File: config.mk
export PLATFORM = sky130hd
export DESIGN_NAME = core_bus_master
export DESIGN_NICKNAME = d
export VERILOG_FILES = /design/src/proc_bus_consts.svh /design/src/proc_bus_pkg.sv /design/src/core_bus_master.sv
export SDC_FILE = /design/constraint.sdc
export NUM_CORES = 1
export LEC_CHECK = 0
export BUFFER_PORTS_ARGS = -buffer_cell sky130_fd_sc_hd__buf_4
export CORE_MARGIN = 2
export CORE_UTILIZATION = 44
export DETAILED_ROUTE_END_ITERATION = 16
export PLACE_DENSITY = 0.83
export RECOVER_POWER = 25
export SYNTH_ARGS = -nofsm -noshare
export SYNTH_HDL_FRONTEND = slang
export SYNTH_SLANG_ARGS = --single-unit
File: constraint.sdc
create_clock -name sys_clk_i -period 9.5 [get_ports sys_clk_i]
set_input_delay 0.475 -clock sys_clk_i [delete_from_list [all_inputs] [get_ports sys_clk_i]]
set_output_delay 0.475 -clock sys_clk_i [all_outputs]
set_load 0.02 [all_outputs]
File: src/proc_bus_consts.svh
`ifndef PROC_BUS_CONSTS_SVH
`define PROC_BUS_CONSTS_SVH

`define MEM_WORDS      256             // SRAM depth in words
`define MEM_WAIT       2               // Cycles from first strobe to ack

// SRAM window, 1 KiB at zero
`define SRAM_BASE      32'h0000_0000
`define SRAM_SPAN      32'h0000_0400

// I/O window
`define IO_BASE        32'h1000_0000
`define IO_SPAN        32'h0000_0100
`define IO_GPIO_OFS    32'h0000_0000
`define IO_SCRATCH_OFS 32'h0000_0004

`define UNMAPPED_DATA  32'hDEAD_BEEF   // Read value outside both windows

`endif

File: src/proc_bus_pkg.sv
`default_nettype none

package proc_bus_pkg;

    typedef logic [31:0] word_t;    // Bus data word
    typedef logic [31:0] addr_t;    // Byte address
    typedef logic [3:0]  strb_t;    // One enable per byte lane
    typedef logic [7:0]  gpio_t;

    // Slave picked by the address decoder
    typedef enum logic [1:0] {
        REGION_SRAM = 2'd0,
        REGION_IO   = 2'd1,
        REGION_NONE = 2'd2
    } region_e;

endpackage

`default_nettype wire

File: src/core_bus_master.sv
`timescale 1ns/100ps
`default_nettype none

module core_bus_master (
    input  wire                        sys_clk_i,
    input  wire                        rst_i,
    // Core memory port
    input  wire                        mem_read_i,
    input  wire                        mem_write_i,
    input  wire proc_bus_pkg::addr_t   address_i,
    input  wire proc_bus_pkg::word_t   write_data_i,
    input  wire proc_bus_pkg::strb_t   wstrb_i,
    output proc_bus_pkg::word_t        read_data_o,
    output logic                       mem_response_o,
    // Wishbone master
    output logic                       wb_cyc_o,
    output logic                       wb_stb_o,
    output logic                       wb_we_o,
    output proc_bus_pkg::addr_t        wb_adr_o,
    output proc_bus_pkg::word_t        wb_dat_o,
    output proc_bus_pkg::strb_t        wb_sel_o,
    input  wire proc_bus_pkg::word_t   wb_dat_i,
    input  wire                        wb_ack_i
);

    typedef enum logic [1:0] {
        ST_IDLE,
        ST_BUS,
        ST_RESP
    } state_e;

    state_e state_q;
    logic   req;

    assign req = mem_read_i | mem_write_i;

    always_ff @(posedge sys_clk_i) begin
        if (rst_i) begin
            state_q <= ST_IDLE;
            wb_we_o <= 1'b0;
        end else begin
            case (state_q)
                ST_IDLE: begin
                    if (req) begin
                        state_q <= ST_BUS;
                        wb_we_o <= mem_write_i;   // Write wins if both levels are up
                    end
                end
                ST_BUS: begin
                    if (wb_ack_i) begin
                        state_q <= ST_RESP;
                    end
                end
                ST_RESP: begin
                    state_q <= ST_IDLE;   // Held level not sampled in this cycle
                end
                default: begin
                    state_q <= ST_IDLE;
                end
            endcase
        end
    end

    // Request fields latched once and held until ack
    always_ff @(posedge sys_clk_i) begin
        if (state_q == ST_IDLE && req) begin
            wb_adr_o <= address_i;
            wb_dat_o <= write_data_i;
            wb_sel_o <= mem_write_i ? wstrb_i : '1;
        end
        if (state_q == ST_BUS && wb_ack_i) begin
            read_data_o <= wb_dat_i;
        end
    end

    assign wb_cyc_o       = (state_q == ST_BUS);
    assign wb_stb_o       = (state_q == ST_BUS);
    assign mem_response_o = (state_q == ST_RESP);

    // Core keeps its request steady until the response
    a_req_stable: assert property (@(posedge sys_clk_i) disable iff (rst_i)
        wb_cyc_o |-> $stable(mem_read_i) && $stable(mem_write_i) && $stable(address_i)
            && $stable(write_data_i) && $stable(wstrb_i));

endmodule

`default_nettype wire

==> metrics <==
Sink Count=just over 100; RSZ-0062 raised after global routing=false; Mapped Nets=225; Layout Nets=444; most frequent cells in the layout=133 x buf_4, 100 x edfxtp_1, 76 x clkbuf_4; antenna violations before repair=0; fill count=474; die area=between 7000 and 8000 µm²; power density over the cells=190 nW/µm²; first-pass GRT wire length=10000 µm; Post-Syn Instances=120; root buffer cell=clkbuf_8; Seq cells post-synth=103; LEAKAGE=2.12 nW; Avg Inst Size Synth=26.5 µm²; Routed WL=around 7400 µm; critical path required time=9.03 ns; Relative slew margins=45.1%; cell family with most CP delay=flip-flops; H-tree depth=3; Post-Synth XOR/XNOR Area=0%; fin util=71.3%; clock skew=between 0.01 and 0.015 ns; outcome=finished, final reports clean; VDD IR-drop max=0.0000974 V; Seq/Total Area, Yosys=96.2%; mux share of post-synthesis cell area=0%; Clock Power Share=~29%; Crit. End Element=output pin; DR vias/cell=4.49; final setup vio count=0; post-route ant nets=0; Seq pwr share=approximately 57%; Area Growth Syn to Fin=59.9%; routability-driven placement congestion ratio=0.842; crit path DAT=1.20 ns; Clk Latency, worst-skew pair=~0.35 ns; Yosys warning total=0; Cell Rows=31; most common cell after layout, fill and taps aside=buf_4; Synth Area in Adders=0%; layout cell share with drive strength beyond 1=66.6%; GRT Resource Usage Total=17.8%; Post-Route Setup TNS=0 ns; Pins Over Slew Limit=0; routed via count=1991; main combinational cell family by area after synthesis=simple AND/OR/NAND/NOR gates; Num CTS Buffers=9; Max clock buf depth=2; pin count of the biggest net entering global routing=69; Hold WC Path Type=input port to flop; core area=7140 µm²; die width=89.1 µm; complex-gate fraction of the synthesized area=0.432%; Worst Setup Start Kind=flop; crit path buf inv count=1; Least-Margin Pin Slew=around 0.82 ns; DR WL/cell=16.7 µm; switching share of power=between 20% and 30%; post_cts resized=0; Pwr Total=968 µW; vias in the first global route=2023; Boundary Pins=209; Period minus WS final=1.67 ns; Hold Vio Cnt, Final=0; Post-CTS Setup Bufs=0; clock slew at reported path FFs=0.09 ns; Starting DRT DRC Count=about 80; Die Y=89.1 µm; synthesized area=3180 µm²; remaining global-route overflow=0; post-synthesis cell type count=14; Net Switching=237 µW; Slowest-stage cell, CP=dfxtp_1; initial core utilization=44.6%; Max Freq=0.598 GHz; n_diodes=0; CTS Hold Bufs=0; CP peak stage delay=0.44 ns; CP Cell Sequence=and2b_2 -> buf_4; Setup CP Type=flop to output pin; Port Buffers=208; internal power=732 µW; combinational power share=between 10% and 20%; drc violations=0; CTS tree=yes; Synth Area in Simple Gates=3.11%; DR pass1 iterations=4; critical-path maximum fanout=7; share of the clock period used by the worst path=17.6%; MaxCap Viol Count=0
-- metal layers --
layer | global-route usage (%) | vias to the layer above | routed length [µm] | part of all wire [%]
met5 | 0 | - | 0 | 0
met4 | 7.73 | 0 | 173 | 2.3
met3 | 8.31 | 15 | 898 | 12
met2 | 32.1 | 140 | 3930 | 53
met1 | 17.4 | 923 | 2380 | 32
li1 | - | 913 | - | -
-- Yosys cell counts --
master | n | share of area, %
or4b_1 | 1 | 0.31
or2b_1 | 2 | 0.47
nor2_1 | 1 | 0.12
nor3_1 | 2 | 0.31
nand2b_1 | 3 | 0.59
nor3b_1 | 1 | 0.24
dfxtp_1 | 3 | 1.9
o21ai_0 | 1 | 0.16
edfxtp_1 | 100 | 94
and3b_2 | 1 | 0.31
and2b_2 | 2 | 0.55
a2111oi_0 | 1 | 0.28
buf_4 | 1 | 0.24
nor2b_1 | 1 | 0.20
-- path summary, 6_finish.rpt --
check	from	endpoint	slack, ns	cells after the start
setup reg to reg	state_q[1]	wb_dat_o[25]	7.89	2
hold / removal	rst_i	state_q[1]	0.30	2
setup / recovery	state_q[1]	wb_cyc_o	7.83	2
hold reg to reg	wb_we_o	wb_we_o	0.55	2
-- power by group through the flow --
| stage | registers (mW) | clock network, mW | logic (mW) |
|---|---|---|---|
| 2_1_floorplan | 0.603 | 0 | 0.0162 |
| 3_3_place_gp | 0.558 | 0 | 0.140 |
| 3_5_place_dp | 0.561 | 0 | 0.143 |
| 4_1_cts | 0.550 | 0.284 | 0.143 |
| 5_1_grt | 0.553 | 0.301 | 0.149 |
| 6_report | 0.550 | 0.278 | 0.140 |
-- cells by family (layout without fill, tap and decap cells) --
| kind of cell | after synthesis | in the layout |
|---|---|---|
| flip-flops | 103 | 103 |
| buffers and inverters | 1 | 225 |
| AND/OR/NAND/NOR | 14 | 14 |
| AO/OA/AOI/OAI | 2 | 2 |
-- registers in the layout, summed over array words and instances, names as in the netlist --
name / cells
read_data_o: 32
wb_we_o: 1
state_q: 2
wb_sel_o: 4
wb_dat_o: 32
wb_adr_o: 32
-- final cells by class --
cell class | count | area (µm²) | area share (%)
clock inverter | 7 | 91.3 | 1.79
sequential | 103 | 3060 | 60.2
tap | 99 | 124 | 2.43
timing repair buffer | 209 | 1570 | 30.8
clock buffer | 9 | 124 | 2.43
multi-input combinational | 16 | 118 | 2.31
-- metrics by stage --
| stage | setup slack [ns] | std cells | cell area, µm² | hold slack, ns |
|---|---|---|---|---|
| after global placement | 7.72 | 427 | 4870 | 0.478 |
| after floorplan | 3.80 | 120 | 3180 | 0.480 |
| after CTS | 7.82 | 443 | 5090 | 0.272 |
| after detailed placement | 7.70 | 427 | 4870 | 0.515 |
| final | 7.83 | 443 | 5090 | 0.299 |
| after global routing | 7.76 | 443 | 5090 | 0.277 |
No activity file was read; power rests on OpenSTA's default activity.
