--- config.mk ---
export PLATFORM = sky130hd
export DESIGN_NAME = wb_io_regs
export DESIGN_NICKNAME = d
export VERILOG_FILES = /design/src/proc_bus_pkg.sv /design/src/wb_io_regs.sv
export VERILOG_INCLUDE_DIRS = /design/src /design/src/src
export SDC_FILE = /design/constraint.sdc
export NUM_CORES = 1
export LEC_CHECK = 0
export ABC_AREA = 1
export ABC_CLOCK_PERIOD_IN_PS = 5450
export BUFFER_PORTS_ARGS = -buffer_cell sky130_fd_sc_hd__buf_4
export CAP_MARGIN = 25
export CORE_MARGIN = 3
export CORE_UTILIZATION = 35
export DETAILED_ROUTE_END_ITERATION = 12
export PLACE_DENSITY = 0.63
export SETUP_SLACK_MARGIN = 0.15
export SYNTH_ARGS = -nofsm -noshare
export SYNTH_HDL_FRONTEND = slang
export SYNTH_SLANG_ARGS = --single-unit
--- constraint.sdc ---
create_clock -name sys_clk_i -period 5.45 [get_ports sys_clk_i]
set_clock_uncertainty 0.05 [all_clocks]
set_input_delay 1.09 -clock sys_clk_i [delete_from_list [all_inputs] [get_ports sys_clk_i]]
set_output_delay 1.09 -clock sys_clk_i [all_outputs]
set_load 0.05 [all_outputs]
--- src/proc_bus_consts.svh ---
`ifndef PROC_BUS_CONSTS_SVH
`define PROC_BUS_CONSTS_SVH

`define MEM_WORDS      256             // SRAM depth in words
`define MEM_WAIT       2               // Cycles from first strobe to ack

// SRAM window, 1 KiB at zero
`define SRAM_BASE      32'h0000_0000
`define SRAM_SPAN      32'h0000_0400

// I/O window
`define IO_BASE        32'h1000_0000
`define IO_SPAN        32'h0000_0100
`define IO_GPIO_OFS    32'h0000_0000
`define IO_SCRATCH_OFS 32'h0000_0004

`define UNMAPPED_DATA  32'hDEAD_BEEF   // Read value outside both windows

`endif

--- src/proc_bus_pkg.sv ---
`default_nettype none

package proc_bus_pkg;

    typedef logic [31:0] word_t;    // Bus data word
    typedef logic [31:0] addr_t;    // Byte address
    typedef logic [3:0]  strb_t;    // One enable per byte lane
    typedef logic [7:0]  gpio_t;

    // Slave picked by the address decoder
    typedef enum logic [1:0] {
        REGION_SRAM = 2'd0,
        REGION_IO   = 2'd1,
        REGION_NONE = 2'd2
    } region_e;

endpackage

`default_nettype wire

--- src/wb_io_regs.sv ---
`timescale 1ns/100ps
`default_nettype none

`include "proc_bus_consts.svh"

module wb_io_regs (
    input  wire                        sys_clk_i,
    input  wire                        rst_i,
    input  wire                        stb_i,
    input  wire                        we_i,
    input  wire proc_bus_pkg::addr_t   adr_i,
    input  wire proc_bus_pkg::word_t   dat_i,
    input  wire proc_bus_pkg::strb_t   sel_i,
    output proc_bus_pkg::word_t        dat_o,
    output logic                       ack_o,
    output proc_bus_pkg::gpio_t        gpio_o
);

    proc_bus_pkg::addr_t offset;
    proc_bus_pkg::word_t scratch_q;
    logic                fire;

    assign offset = adr_i - `IO_BASE;
    assign fire   = stb_i && !ack_o;

    always_ff @(posedge sys_clk_i) begin
        if (rst_i) begin
            ack_o     <= 1'b0;
            gpio_o    <= '0;
            scratch_q <= '0;
        end else begin
            ack_o <= fire;   // Single-cycle ack
            if (fire && we_i) begin
                if (offset == `IO_GPIO_OFS && sel_i[0]) begin
                    gpio_o <= dat_i[7:0];
                end
                if (offset == `IO_SCRATCH_OFS) begin
                    for (int b = 0; b < 4; b++) begin
                        if (sel_i[b]) begin
                            scratch_q[8*b +: 8] <= dat_i[8*b +: 8];
                        end
                    end
                end
            end
        end
    end

    // Read mux, unused offsets give zero
    always_ff @(posedge sys_clk_i) begin
        if (fire) begin
            case (offset)
                `IO_GPIO_OFS:    dat_o <= {24'h0, gpio_o};
                `IO_SCRATCH_OFS: dat_o <= scratch_q;
                default:         dat_o <= '0;
            endcase
        end
    end

endmodule

`default_nettype wire

==> results.json <==
{
  "irDropWorstVdd_v": 0.000141,
  "yosysUniqueCellTypes": 16,
  "critical_path_buf_inv_count": 2,
  "crit_fanout": 41,
  "powerDensity_mw_per_mm2": 246,
  "synth_ff_type": "dfxtp_1",
  "status": "finished, final reports clean",
  "grt_usage_pct": 14.0,
  "rsz0062_at_grt": "no",
  "layout.nets": 603,
  "synthTopCellsByArea": "edfxtp_1, dfxtp_1, nor2_1, nand2_1, inv_1",
  "drv_slew": 0,
  "clkPwrFrac_pct": 33.9,
  "syn2layout_area_growth_pct": 31.8,
  "syn_nets": 498,
  "cts_tree": "done",
  "vias_per_cell": 4.37,
  "tns_ps": 0,
  "cp_slowest_cell": "nor2_4",
  "placement.io_buffers": 112,
  "use_met2_pct": 23.9,
  "grt_pass1_wl_mm": 12.3,
  "pwr-share-seq_pct": 53.5,
  "dieWidth_um": 104,
  "grt_pass1_vias": 2652,
  "drt.antenna.violating_nets": 0,
  "gp_congestion": 0.717,
  "crit_family": "simple AND/OR/NAND/NOR gates",
  "critPathLaunch": "adr_i[23]",
  "design.die.area_mm2": 0.0108,
  "cts_buffers": 9,
  "arrival_ps": 3010,
  "drc": 0,
  "grt_overflow": 0,
  "synth-seq-cells": 73,
  "rows": 35,
  "cts_htree_levels": 3,
  "busiest_layer": "met2",
  "intPower_uw": 804,
  "yosysWarnings": 0,
  "async_flop_share_pct": 0,
  "tightest_slew_ps": 943,
  "cts.sinks": 73,
  "synthCells": 426,
  "hold_depth": 2,
  "dp_hpwl_mm": 5.27,
  "start_util_pct": 36.2,
  "antenna_found_initial": 0,
  "cts-resized-gates": 0,
  "drtIter0Drc": 99,
  "ioPinCount": 113,
  "setup_viol": 0,
  "max_stage_delay_ps": 750,
  "comb_power_share_pct": 12.6,
  "path_clk_slew_ps": 80,
  "regToRegEndpoint": "scratch_q[31]$_SDFFE_PP0P_",
  "path_common_cell": "nor2_1",
  "maxCapViolations": 0,
  "postLayoutCoreUtil_pct": 47.7,
  "period_needed_ps": 2880,
  "gr-usage-met1_pct": 16.6,
  "cts_setup_buffers": 0,
  "yosysSeqAreaShare_pct": 53.1,
  "fin_area_mm2": 0.00443,
  "path_class": "input port to flip-flop",
  "fmax_ghz": 0.347,
  "reg2reg_depth": 6,
  "r2r-start": "ack_o$_SDFF_PP0_",
  "cp-start-kind": "input port",
  "gr-usage-met3_pct": 5.40,
  "worstSkewPairLatency_ps": 330,
  "fin_crit_sh_pct": 52.8,
  "leakage_uw": 0.00192,
  "p_sw_uw": 286,
  "wl_per_cell_um": 11.2,
  "synth_area_mm2": 0.00336,
  "dieHeight_um": 104,
  "swShare_pct": 26.2,
  "dpl_cell_area_mm2": 0.00426,
  "path_cells": "buf_4 > nor2_1 > nand2_1 > nor2_1 > nand2_2 > nor2_4 > inv_2 > nor2_1",
  "hold_class": "flip-flop to flip-flop",
  "hold_end": "scratch_q[13]$_SDFFE_PP0P_",
  "cp.required_ps": 5580,
  "coreArea_mm2": 0.00928,
  "max-slew-margin-rel_pct": 37.0,
  "clock-root-buffer": "clkbuf_8",
  "min-delay-start": "scratch_q[13]$_SDFFE_PP0P_",
  "synth_common_cells": "nor2_1, nand2_1, inv_1",
  "synth_top_cell_by_area": "edfxtp_1",
  "firstDrtPassIters": 4,
  "cts_hold_buf": 0,
  "synth_most_common_cell": "nor2_1",
  "clk_path_buf_depth": 2,
  "syn_avg_cell_area_um2": 7.88,
  "drive_gt1_share_pct": 27.8,
  "synth-edff-count": 32,
  "grt_max_degree": 42,
  "wirelength_mm": 7.46,
  "rrSetupSlack_ps": 3160,
  "synth_top_area_share_pct": 28.6,
  "dr_total_vias": 2908,
  "end_kind": "flip-flop",
  "n_antenna_cell": 0,
  "finalHoldViolCount": 0
}
cell families (layout without fill, tap and decap cells):
logic type	count (synthesis)	in the layout	synth area share (%)
simple gates	228	228	28.8
flops	73	73	53.1
compound gates	40	40	5.96
buf+inv	85	195	12.2
routing by layer:
metal | vias up | routed length, um
met2 | 90 | 3710
met4 | 0 | 57
li1 | 1530 | -
met1 | 1281 | 3210
met5 | - | 0
met3 | 7 | 484
power by group through the flow:
| stage | Clock (uW) | Sequential (uW) | Combinational, uW |
|---|---|---|---|
| floorplan | 0 | 633 | 34.3 |
| global placement | 0 | 596 | 134 |
| detailed placement | 0 | 597 | 139 |
| CTS | 384 | 584 | 139 |
| global route | 409 | 585 | 148 |
| finish | 369 | 584 | 138 |
registers in the layout, summed over array words and instances, names as in the netlist:
name       flops
scratch_q     32
ack_o          1
gpio_o         8
dat_o         32
how the worst max path moves through the flow:
stage | endpoint | slack (ps) | depth (start not counted)
floorplan | scratch_q[14]$_SDFFE_PP0P_ | 2480 | 8
global placement | gpio_o[6]$_SDFFE_PP0P_ | 1920 | 8
detailed placement | dat_o[30]$_DFFE_PP_ | 2200 | 8
CTS | dat_o[30]$_DFFE_PP_ | 2560 | 8
global route | dat_o[31]$_DFFE_PP_ | 2290 | 8
finish | dat_o[31]$_DFFE_PP_ | 2570 | 8
metrics by stage:
stage	setup slack (ps)	instances	hold slack, ps	power, uW
finish	2570	665	435	1090
floorplan	2480	426	402	667
global route	2290	665	459	1140
global placement	1920	647	410	731
CTS	2560	665	438	1110
detailed placement	2200	649	419	736
final cells by class:
cell class	instances	area (um2)
clock buffer	10	128
clock inverter	6	42.5
fill	944	4860
inverter	65	244
multi-input combinational	268	1170
sequential	73	1780
tap	129	161
timing repair buffer	114	896
cell usage in the layout, fill, tap and decap left out:
cell / synthesis / routed
clkinv_2: 0 / 2
nand2_2: 3 / 3
nand3_1: 40 / 40
clkbuf_1: 0 / 1
edfxtp_1: 32 / 32
buf_4: 3 / 112
a21oi_1: 40 / 40
dfxtp_1: 41 / 41
inv_1: 63 / 63
inv_2: 2 / 2
nor2_1: 90 / 90
inv_6: 0 / 2
nor3_1: 1 / 1
nand2_1: 79 / 79
nor2_4: 3 / 4
buf_16: 0 / 2
nor2_2: 12 / 11
clkbuf_8: 0 / 9
clkinvlp_4: 0 / 2
worst register-to-register path, cell delays in order (launching register included):
cell     delay (ps)
dfxtp_1         350
nor2_4          740
nand2_2         220
nor2_2          550
nand3_1         150
nand2_1         100
nor2_1           40
No activity file was read; power rests on OpenSTA's default activity.
