$ cat src/proc_bus_consts.svh
`ifndef PROC_BUS_CONSTS_SVH
`define PROC_BUS_CONSTS_SVH

`define MEM_WORDS      256             // SRAM depth in words
`define MEM_WAIT       2               // Cycles from first strobe to ack

// SRAM window, 1 KiB at zero
`define SRAM_BASE      32'h0000_0000
`define SRAM_SPAN      32'h0000_0400

// I/O window
`define IO_BASE        32'h1000_0000
`define IO_SPAN        32'h0000_0100
`define IO_GPIO_OFS    32'h0000_0000
`define IO_SCRATCH_OFS 32'h0000_0004

`define UNMAPPED_DATA  32'hDEAD_BEEF   // Read value outside both windows

`endif

$ cat src/proc_bus_pkg.sv
`default_nettype none

package proc_bus_pkg;

    typedef logic [31:0] word_t;    // Bus data word
    typedef logic [31:0] addr_t;    // Byte address
    typedef logic [3:0]  strb_t;    // One enable per byte lane
    typedef logic [7:0]  gpio_t;

    // Slave picked by the address decoder
    typedef enum logic [1:0] {
        REGION_SRAM = 2'd0,
        REGION_IO   = 2'd1,
        REGION_NONE = 2'd2
    } region_e;

endpackage

`default_nettype wire

$ cat src/wb_addr_decoder.sv
`timescale 1ns/100ps
`default_nettype none

`include "proc_bus_consts.svh"

module wb_addr_decoder (
    input  wire                        sys_clk_i,
    input  wire                        rst_i,
    // From the master
    input  wire                        m_cyc_i,
    input  wire                        m_stb_i,
    input  wire                        m_we_i,
    input  wire proc_bus_pkg::addr_t   m_adr_i,
    output proc_bus_pkg::word_t        m_dat_o,
    output logic                       m_ack_o,
    // SRAM slave
    output logic                       sram_stb_o,
    input  wire proc_bus_pkg::word_t   sram_dat_i,
    input  wire                        sram_ack_i,
    // I/O slave
    output logic                       io_stb_o,
    input  wire proc_bus_pkg::word_t   io_dat_i,
    input  wire                        io_ack_i
);

    proc_bus_pkg::region_e region;
    logic                  req;
    logic                  none_ack_q;

    assign req = m_cyc_i & m_stb_i;

    // Offsets wrap below the base so one compare covers a window
    always_comb begin
        if ((m_adr_i - `SRAM_BASE) < `SRAM_SPAN) begin
            region = proc_bus_pkg::REGION_SRAM;
        end else if ((m_adr_i - `IO_BASE) < `IO_SPAN) begin
            region = proc_bus_pkg::REGION_IO;
        end else begin
            region = proc_bus_pkg::REGION_NONE;
        end
    end

    assign sram_stb_o = req && (region == proc_bus_pkg::REGION_SRAM);
    assign io_stb_o   = req && (region == proc_bus_pkg::REGION_IO);

    // Unmapped cycles acked here and their writes dropped
    always_ff @(posedge sys_clk_i) begin
        if (rst_i) begin
            none_ack_q <= 1'b0;
        end else begin
            none_ack_q <= req && (region == proc_bus_pkg::REGION_NONE) && !none_ack_q;
        end
    end

    always_comb begin
        case (region)
            proc_bus_pkg::REGION_SRAM: begin
                m_ack_o = sram_ack_i;
                m_dat_o = sram_dat_i;
            end
            proc_bus_pkg::REGION_IO: begin
                m_ack_o = io_ack_i;
                m_dat_o = io_dat_i;
            end
            default: begin
                m_ack_o = none_ack_q;
                m_dat_o = m_we_i ? '0 : `UNMAPPED_DATA;   // Pattern on reads only
            end
        endcase
    end

    // A slave answers only while its own strobe is up
    a_ack_strobed: assert property (@(posedge sys_clk_i) disable iff (rst_i)
        (sram_ack_i |-> sram_stb_o) and (io_ack_i |-> io_stb_o));

endmodule

`default_nettype wire

$ cat config.mk
export PLATFORM = sky130hd
export DESIGN_NAME = wb_addr_decoder
export DESIGN_NICKNAME = d
export VERILOG_FILES = /design/src/proc_bus_pkg.sv /design/src/wb_addr_decoder.sv
export VERILOG_INCLUDE_DIRS = /design/src /design/src/src
export SDC_FILE = /design/constraint.sdc
export NUM_CORES = 1
export LEC_CHECK = 0
export BUFFER_PORTS_ARGS = -buffer_cell sky130_fd_sc_hd__buf_4
export CORE_MARGIN = 5
export CORE_UTILIZATION = 26
export CTS_CLUSTER_SIZE = 40
export DETAILED_ROUTE_END_ITERATION = 6
export PLACE_DENSITY_LB_ADDON = 0.1
export SLEW_MARGIN = 20
export SYNTH_ARGS = -nofsm -noshare
export SYNTH_HDL_FRONTEND = slang
export SYNTH_SLANG_ARGS = --single-unit
export TNS_END_PERCENT = 10
$ cat constraint.sdc
create_clock -name sys_clk_i -period 1 [get_ports sys_clk_i]
set_input_delay 0.05 -clock sys_clk_i [delete_from_list [all_inputs] [get_ports sys_clk_i]]
set_output_delay 0.05 -clock sys_clk_i [all_outputs]
set_load 0.005 [all_outputs]
==> impl_metrics.py, run 1 <==
metrics = {
    "power_and_ir_drop": {
        "ir_drop_v": 0.000146,
        "p_int_mw": 0.451,
        "p_seq_share_pct": 6.3,
        "clockPowerShare_pct": 0,
        "power.switching_mw": 0.228,
        "swShare_pct": 33.6,
        "comb_power_share_pct": 93.7,
        "finalPower_mw": 0.679,
        "power_density_nw_per_um2": 339,
        "p_leak_nw": 0.933,
    },
    "job": {
        "maxCapViolations": 0,
    },
    "synthesis": {
        "synth-warning-count": 0,
        "synth_cells": 130,
        "async_reset_ff_share_pct": 0,
        "synth-seq-cells": 1,
        "ys_seq_area_share_pct": 2.24,
        "synth_top_area_share_pct": 23.1,
        "synth.area.top_cells": "nor2b_1 23%, o21ai_2 20%, a21oi_1 19%",
        "avgSynthCellArea_um2": 6.86,
        "synth_enable_flop_cells": 0,
        "syn-cell-area_um2": 892,
        "synth_top_cell_by_area": "nor2b_1",
        "synth_commonest_cells": "33 x a21oi_1, 33 x nor2b_1, 20 x o21ai_2",
        "synth.net_count": 233,
        "yosysUniqueCellTypes": 21,
        "yosys_most_used_dff": "dfxtp_1",
    },
    "timing": {
        "final-hold-violation-count": 0,
        "rsz0062_at_grt": "true",
        "clock_skew_ps": 0,
        "setup_viol": 36,
        "relSlewSlack_pct": 77.2,
        "fin_crit_sh_pct": 134,
        "period_needed_ps": 1340,
        "timing.hold.ws_ps": 214,
        "final_max_slew_viol_count": 0,
        "finalSetupTns_ps": -9920,
        "finalWorstSetupSlack_ps": -337,
        "worst_pin_slew_ps": 342,
        "fmax_mhz": 748,
    },
    "floorplan": {
        "die-width_um": 68.6,
        "ios": 138,
        "rows": 21,
        "die_h_um": 68.6,
        "initial_utilization_pct": 26.7,
        "core_area_um2": 3340,
        "die-area_um2": 4700,
    },
    "routing": {
        "drt_first_pass_iters": 4,
        "wire_per_inst_um": 12.5,
        "vias": 1389,
        "viasPerCell": 4.58,
        "routed_wl_mm": 3.80,
        "drtIter0Drc": 33,
        "final_antenna_net_count": 0,
        "drc": 0,
    },
    "global_routing": {
        "grt_pass1_vias": 1239,
        "antenna_found_initial": 0,
        "grt.overflow.total": 0,
        "grtUsageTotal_pct": 14.0,
        "grt_max_degree": 35,
        "grt_pass1_wl_mm": 5.24,
    },
    "hold_path": {
        "min_path_type": "in -> reg",
        "min-delay-start": "rst_i",
    },
    "layout": {
        "fillers": 337,
        "top_regs": "none_ack_q x1",
        "drive_gt1_share_pct": 68.1,
        "largest_register": "none_ack_q",
        "largest_reg_flops": 1,
        "area.growth.synth_to_final_pct": 124,
        "diodes": 0,
        "fin_util_pct": 60.0,
        "nets": 362,
    },
    "critical_path": {
        "critPathKind": "in -> out",
        "end_kind": "output pin",
        "reg2reg_slack_ps": 380,
        "r2r-start": "none_ack_q$_SDFF_PP0_",
        "path_max_fanout": 18,
        "required_ps": 950,
        "worstPathArrival_ps": 1290,
        "critPathLaunchType": "input port",
        "crit_start": "m_adr_i[23]",
    },
    "placed_design": {
        "dpl.hpwl_mm": 3.20,
        "io_buffers": 129,
        "place_congestion": 0.683,
    },
    "cts": {
        "postCtsHoldBufs": 0,
        "clk_pin_slew_worst_paths_ps": 0,
        "clock_latency_ps": 0,
    },
    "status": {
        "status": "finished with violations",
        "violations": "setup timing",
    },
}
==> stage by stage <==
step / instances / instance area [um^2] / setup WS [ps]
5_1_grt: 303 / 2000 / -432
3_3_place_gp: 303 / 1970 / -372
6_report: 303 / 2000 / -337
2_1_floorplan: 130 / 918 / -53.0
4_1_cts: 303 / 1990 / -366
3_5_place_dp: 303 / 1970 / -387
==> placed cells by master (no fill, tap or decap), types with 4 or more instances in the layout <==
cell	instances
nor2_1	4
nor4_4	4
buf_4	130
nor2b_1	33
o21ai_0	4
nor2_2	6
o21ai_2	20
buf_6	5
a21oi_1	33
==> critical path, cell delays in order <==
cell and delay [ps]:
buf_4 120, nor4_4 250, nand4_2 170, nand3b_4 240
buf_12 180, nor3_2 150, buf_4 130
==> per-layer routing <==
metal | global-route usage (%) | vias to the layer above | part of all wire (%)
met1 | 15.1 | 605 | 34
met3 | 5.02 | 4 | 13
met5 | 0 | - | 0
li1 | - | 713 | -
met4 | 1.49 | 0 | 0.90
met2 | 26.5 | 67 | 52
==> logic make-up after synthesis <==
kind of cell    after synthesis  synth area share (%)
flops                         1                  2.24
buf+inv                      12                  9.68
compound gates               61                  43.3
simple gates                 56                  44.7
==> power groups by stage <==
stage	Sequential [mW]	Combinational [mW]	Clock (mW)
final	0.0431	0.636	0
after global routing	0.0434	0.692	0
after CTS	0.0431	0.645	0
after detailed placement	0.0431	0.632	0
after global placement	0.0431	0.624	0
after floorplan	0.0429	0.220	0
==> final cells by class <==
class	instances	area, um^2	area share, %
flip-flops and latches	1	20.0	1.00
inverters	1	3.75	0.188
well taps	46	57.6	2.88
repair buffers	138	1090	54.6
multi-input cells	117	827	41.3
==> timing repair <==
action                     4_1_cts  5_1_grt
pin swaps                       21        0
setup endpoints to repair       36       36
resized for setup               11        3
setup buffers                    0        0
==> path summary, 6_finish.rpt <==
path	cells after the start	endpoint
max	7	io_stb_o
min	2	none_ack_q$_SDFF_PP0_
max reg2reg	1	none_ack_q$_SDFF_PP0_
min reg2reg	1	none_ack_q$_SDFF_PP0_
Power figures use the tool's default switching activity.
==> inputs of run 2 (changes only) <==
==> constraint.sdc (replaced) <==
create_clock -name sys_clk_i -period 1 [get_ports sys_clk_i]
set_input_delay 0.2 -clock sys_clk_i [delete_from_list [all_inputs] [get_ports sys_clk_i]]
set_output_delay 0.2 -clock sys_clk_i [all_outputs]
set_load 0.005 [all_outputs]
==> impl_metrics.py, run 2 (synthesis results as in run 1) <==
metrics = {
    "status": {
        "status": "finished with violations",
        "violations": "setup timing",
    },
    "floorplan": {
        "core_area_um2": 3340,
        "ios": 138,
        "die_h_um": 68.6,
        "die-width_um": 68.6,
        "rows": 21,
        "die-area_um2": 4700,
        "initial_utilization_pct": 26.7,
    },
    "global_routing": {
        "antenna_found_initial": 0,
        "grtUsageTotal_pct": 14.7,
        "grt_pass1_vias": 1338,
        "grt_max_degree": 35,
        "grt.overflow.total": 0,
        "grt_pass1_wl_mm": 5.52,
    },
    "critical_path": {
        "rr_endpoint": "none_ack_q$_SDFF_PP0_",
        "cp_common_cell": "buf_4",
        "crit_path_max_incr_delay_ps": 250,
        "critPathLaunchType": "input port",
        "r2r-start": "none_ack_q$_SDFF_PP0_",
        "end_kind": "output pin",
        "required_ps": 800,
        "reg2reg_slack_ps": 380,
        "reg2reg_depth": 1,
        "worstPathCellList": "buf_4, nor4_4, nand4_2, nand3b_4, buf_12, nor3_2, buf_4",
        "worstPathArrival_ps": 1450,
        "slowest_stage": "nor4_4",
        "path_max_fanout": 18,
        "critPathKind": "in -> out",
        "crit_start": "m_adr_i[23]",
    },
    "timing": {
        "finalWorstSetupSlack_ps": -648,
        "period_needed_ps": 1650,
        "fmax_mhz": 607,
        "relSlewSlack_pct": 77.5,
        "clock_skew_ps": 0,
        "setup_viol": 36,
        "fin_crit_sh_pct": 165,
        "finalSetupTns_ps": -20970,
        "final_max_slew_viol_count": 0,
        "worst_pin_slew_ps": 337,
        "final-hold-violation-count": 0,
        "rsz0062_at_grt": "true",
    },
    "layout": {
        "drive_gt1_share_pct": 66.8,
        "layout_common_cells": "132 x buf_4, 33 x nor2b_1, 33 x a21oi_1, 21 x o21ai_2, 9 x nor2_1",
        "fillers": 324,
        "fin_util_pct": 60.1,
        "largest_reg_flops": 1,
        "diodes": 0,
        "layout_commonest_cell": "buf_4",
        "fin_area_um2": 2010,
        "nets": 364,
        "largest_register": "none_ack_q",
        "area.growth.synth_to_final_pct": 125,
        "top_regs": "none_ack_q x1",
    },
    "routing": {
        "vias": 1393,
        "final_antenna_net_count": 0,
        "drc": 0,
        "routed_wl_mm": 3.82,
        "wire_per_inst_um": 12.5,
        "drtIter0Drc": 33,
        "viasPerCell": 4.57,
        "drt_first_pass_iters": 4,
    },
    "placed_design": {
        "dpl.hpwl_mm": 3.16,
        "io_buffers": 129,
        "dpl_cell_area_um2": 1970,
        "place_congestion": 0.680,
    },
    "power_and_ir_drop": {
        "power_density_nw_per_um2": 339,
        "swShare_pct": 33.5,
        "p_leak_nw": 0.944,
        "p_seq_share_pct": 6.4,
        "clockPowerShare_pct": 0,
        "finalPower_mw": 0.680,
        "p_int_mw": 0.452,
        "power.switching_mw": 0.228,
        "ir_drop_v": 0.000124,
        "comb_power_share_pct": 93.6,
    },
    "hold_path": {
        "min-delay-start": "rst_i",
        "min_path_type": "in -> reg",
        "hold_path_depth": 2,
        "whs_endpoint": "none_ack_q$_SDFF_PP0_",
    },
    "job": {
        "maxCapViolations": 0,
    },
    "cts": {
        "clk_pin_slew_worst_paths_ps": 0,
        "clock_latency_ps": 0,
        "postCtsHoldBufs": 0,
    },
}
==> run 2: power by group through the flow <==
stage	logic [mW]	registers [mW]	clock network, mW
floorplan	0.220	0.0429	0
global placement	0.625	0.0431	0
detailed placement	0.632	0.0431	0
CTS	0.645	0.0431	0
global route	0.697	0.0432	0
finish	0.636	0.0432	0
==> run 2: repair_timing <==
item	4_1_cts	5_1_grt
buffers inserted	1	1
setup endpoints to repair	36	36
pin swaps	19	1
resized for setup	11	1
==> run 2: how the worst max path moves through the flow <==
stage,to,slack (ps),cells after the start
after floorplan,io_stb_o,-350,5
after global placement,m_dat_o[28],-670,7
after detailed placement,m_dat_o[9],-700,7
after CTS,io_stb_o,-650,7
after global routing,io_stb_o,-740,7
final,io_stb_o,-650,7
==> run 2: through the flow <==
stage / cells / hold WS, ps / setup WS [ps]
after floorplan: 130 / 279 / -353
after global placement: 303 / 363 / -672
after detailed placement: 303 / 367 / -698
after CTS: 304 / 367 / -653
after global routing: 305 / 375 / -743
final: 305 / 365 / -648
==> run 2: area by class of cell <==
cell class                 count  area [um^2]  area share (%)
timing repair buffer         140         1110            55.2
multi-input combinational    117          818            40.8
tap                           46         57.6            2.87
sequential                     1         20.0           0.998
inverter                       1         3.75           0.187
==> run 2: critical path: cells and delay by family <==
kind,cells,cell delay [ps]
and+or+nand+nor,4,830
buffers and inverters,3,420
==> run 2: routing by layer <==
metal  routed length [um]  part of all wire [%]  up-vias  GRT usage [%]
met1                 1290                    34      609           16.0
met5                    0                     0        -              0
li1                     -                     -      717              -
met3                  480                    13        2           4.54
met2                 2020                    53       65           28.5
met4                   19                  0.50        0           1.24
==> inputs of run 3 (changes only) <==
Settings changed: CORE_UTILIZATION 26 to 29.
Clock period 1 ns to 1.6 ns, I/O delays scaled along.
==> impl_metrics.py, run 3 (synthesis results as in run 1) <==
metrics = {
    "status": {
        "status": "finished with violations",
        "violations": "setup timing",
    },
    "layout": {
        "area.growth.synth_to_final_pct": 142,
        "layout_common_cells": "132 x buf_4, 33 x nor2b_1, 33 x a21oi_1, 21 x o21ai_2, 13 x buf_6",
        "fin_util_pct": 71.9,
        "fillers": 272,
        "top_regs": "none_ack_q x1",
        "drive_gt1_share_pct": 69.1,
        "fin_area_um2": 2160,
        "largest_register": "none_ack_q",
        "largest_reg_flops": 1,
        "layout_commonest_cell": "buf_4",
        "nets": 374,
        "diodes": 0,
    },
    "routing": {
        "viasPerCell": 4.82,
        "route.met2.wl_mm": 2.20,
        "routed_wl_mm": 4.33,
        "wire_per_inst_um": 14.3,
        "drt_first_pass_iters": 4,
        "drc": 0,
        "routed.top_layer": "met4",
        "wl_met3_um": 390,
        "drtIter0Drc": 43,
        "final_antenna_net_count": 0,
        "vias": 1456,
        "wl_met1_mm": 1.70,
    },
    "floorplan": {
        "core_area_um2": 3000,
        "die-width_um": 65.5,
        "initial_utilization_pct": 29.7,
        "ios": 138,
        "die-area_um2": 4290,
        "die_h_um": 65.5,
        "rows": 20,
    },
    "timing": {
        "setup_viol": 35,
        "finalSetupTns_ps": -10100,
        "fmax_mhz": 517,
        "final-hold-violation-count": 0,
        "fin_crit_sh_pct": 121,
        "final_max_slew_viol_count": 0,
        "worst_pin_slew_ps": 254,
        "period_needed_ps": 1940,
        "clock_skew_ps": 0,
        "rsz0062_at_grt": "true",
        "finalWorstSetupSlack_ps": -336,
        "relSlewSlack_pct": 82.9,
    },
    "hold_path": {
        "min-delay-start": "none_ack_q$_SDFF_PP0_",
        "min_path_type": "reg -> reg",
        "whs_endpoint": "none_ack_q$_SDFF_PP0_",
        "hold_path_depth": 1,
    },
    "placed_design": {
        "pre_cts_ws_ps": -340,
        "dpl.hpwl_mm": 3.22,
        "place_congestion": 0.680,
        "io_buffers": 129,
        "dpl_cell_area_um2": 1960,
    },
    "power_and_ir_drop": {
        "clockPowerShare_pct": 0,
        "finalPower_mw": 0.466,
        "swShare_pct": 33.6,
        "p_seq_share_pct": 5.8,
        "p_int_mw": 0.309,
        "ir_drop_v": 0.0000886,
        "p_leak_nw": 1.04,
        "power.switching_mw": 0.157,
        "power_density_nw_per_um2": 216,
        "comb_power_share_pct": 94.2,
    },
    "cts": {
        "clk_pin_slew_worst_paths_ps": 0,
        "clock_latency_ps": 0,
        "postCtsHoldBufs": 0,
    },
    "critical_path": {
        "worstPathArrival_ps": 1620,
        "r2r-start": "none_ack_q$_SDFF_PP0_",
        "path_max_fanout": 6,
        "critPathLaunchType": "input port",
        "reg2reg_depth": 1,
        "reg2reg_slack_ps": 960,
        "critPathKind": "in -> out",
        "end_kind": "output pin",
        "required_ps": 1280,
        "rr_endpoint": "none_ack_q$_SDFF_PP0_",
    },
    "global_routing": {
        "grt_max_degree": 20,
        "grtUsageTotal_pct": 18.5,
        "grt.overflow.total": 0,
        "antenna_found_initial": 0,
        "grt_pass1_vias": 1447,
        "grt_pass1_wl_mm": 6.53,
    },
    "job": {
        "maxCapViolations": 0,
    },
}
run 3: how the worst max path moves through the flow:
| stage | cells past startpoint | to | from |
|---|---|---|---|
| detailed placement | 7 | m_dat_o[15] | m_adr_i[30] |
| CTS | 7 | m_dat_o[15] | m_adr_i[16] |
| global route | 8 | m_dat_o[31] | m_adr_i[30] |
| finish | 8 | m_dat_o[31] | m_adr_i[30] |
| global placement | 7 | m_dat_o[3] | m_adr_i[30] |
| floorplan | 5 | io_stb_o | m_adr_i[19] |
run 3: what timing repair did:
item / in CTS / in global routing
cloned: 2 / 1
setup endpoints to repair: 35 / 35
pin swaps: 7 / 4
resized for setup: 13 / 16
buffers inserted: 2 / 4
run 3: critical path, cell delays in order:
cell      delay [ps]
buf_6            100
nor4_4           310
nand4_4          180
o21bai_4         220
buf_4            160
buf_12           110
o21ai_0           80
buf_4            140
run 3: power groups by stage:
stage	Sequential, mW	Combinational, mW	Clock, mW
finish	0.0270	0.439	0
global route	0.0271	0.478	0
CTS	0.0269	0.421	0
detailed placement	0.0269	0.397	0
global placement	0.0269	0.392	0
floorplan	0.0268	0.137	0
run 3: per-stage QoR:
step / hold WS (ps) / cells
floorplan: 392 / 130
global placement: 405 / 294
detailed placement: 412 / 294
CTS: 412 / 298
global route: 440 / 302
finish: 418 / 302
run 3: per-layer routing:
| metal | up-vias | track usage, % |
|---|---|---|
| li1 | 741 | - |
| met1 | 639 | 23.1 |
| met2 | 72 | 34.0 |
| met3 | 4 | 3.25 |
| met4 | 0 | 1.81 |
| met5 | - | 0 |
run 3: area by class of cell:
type,instances,area [um^2],share of cell area (%)
sequential,1,20.0,0.927
timing repair buffer,149,1230,57.0
tap,33,41.3,1.91
multi-input combinational,118,865,40.0
inverter,1,3.75,0.174
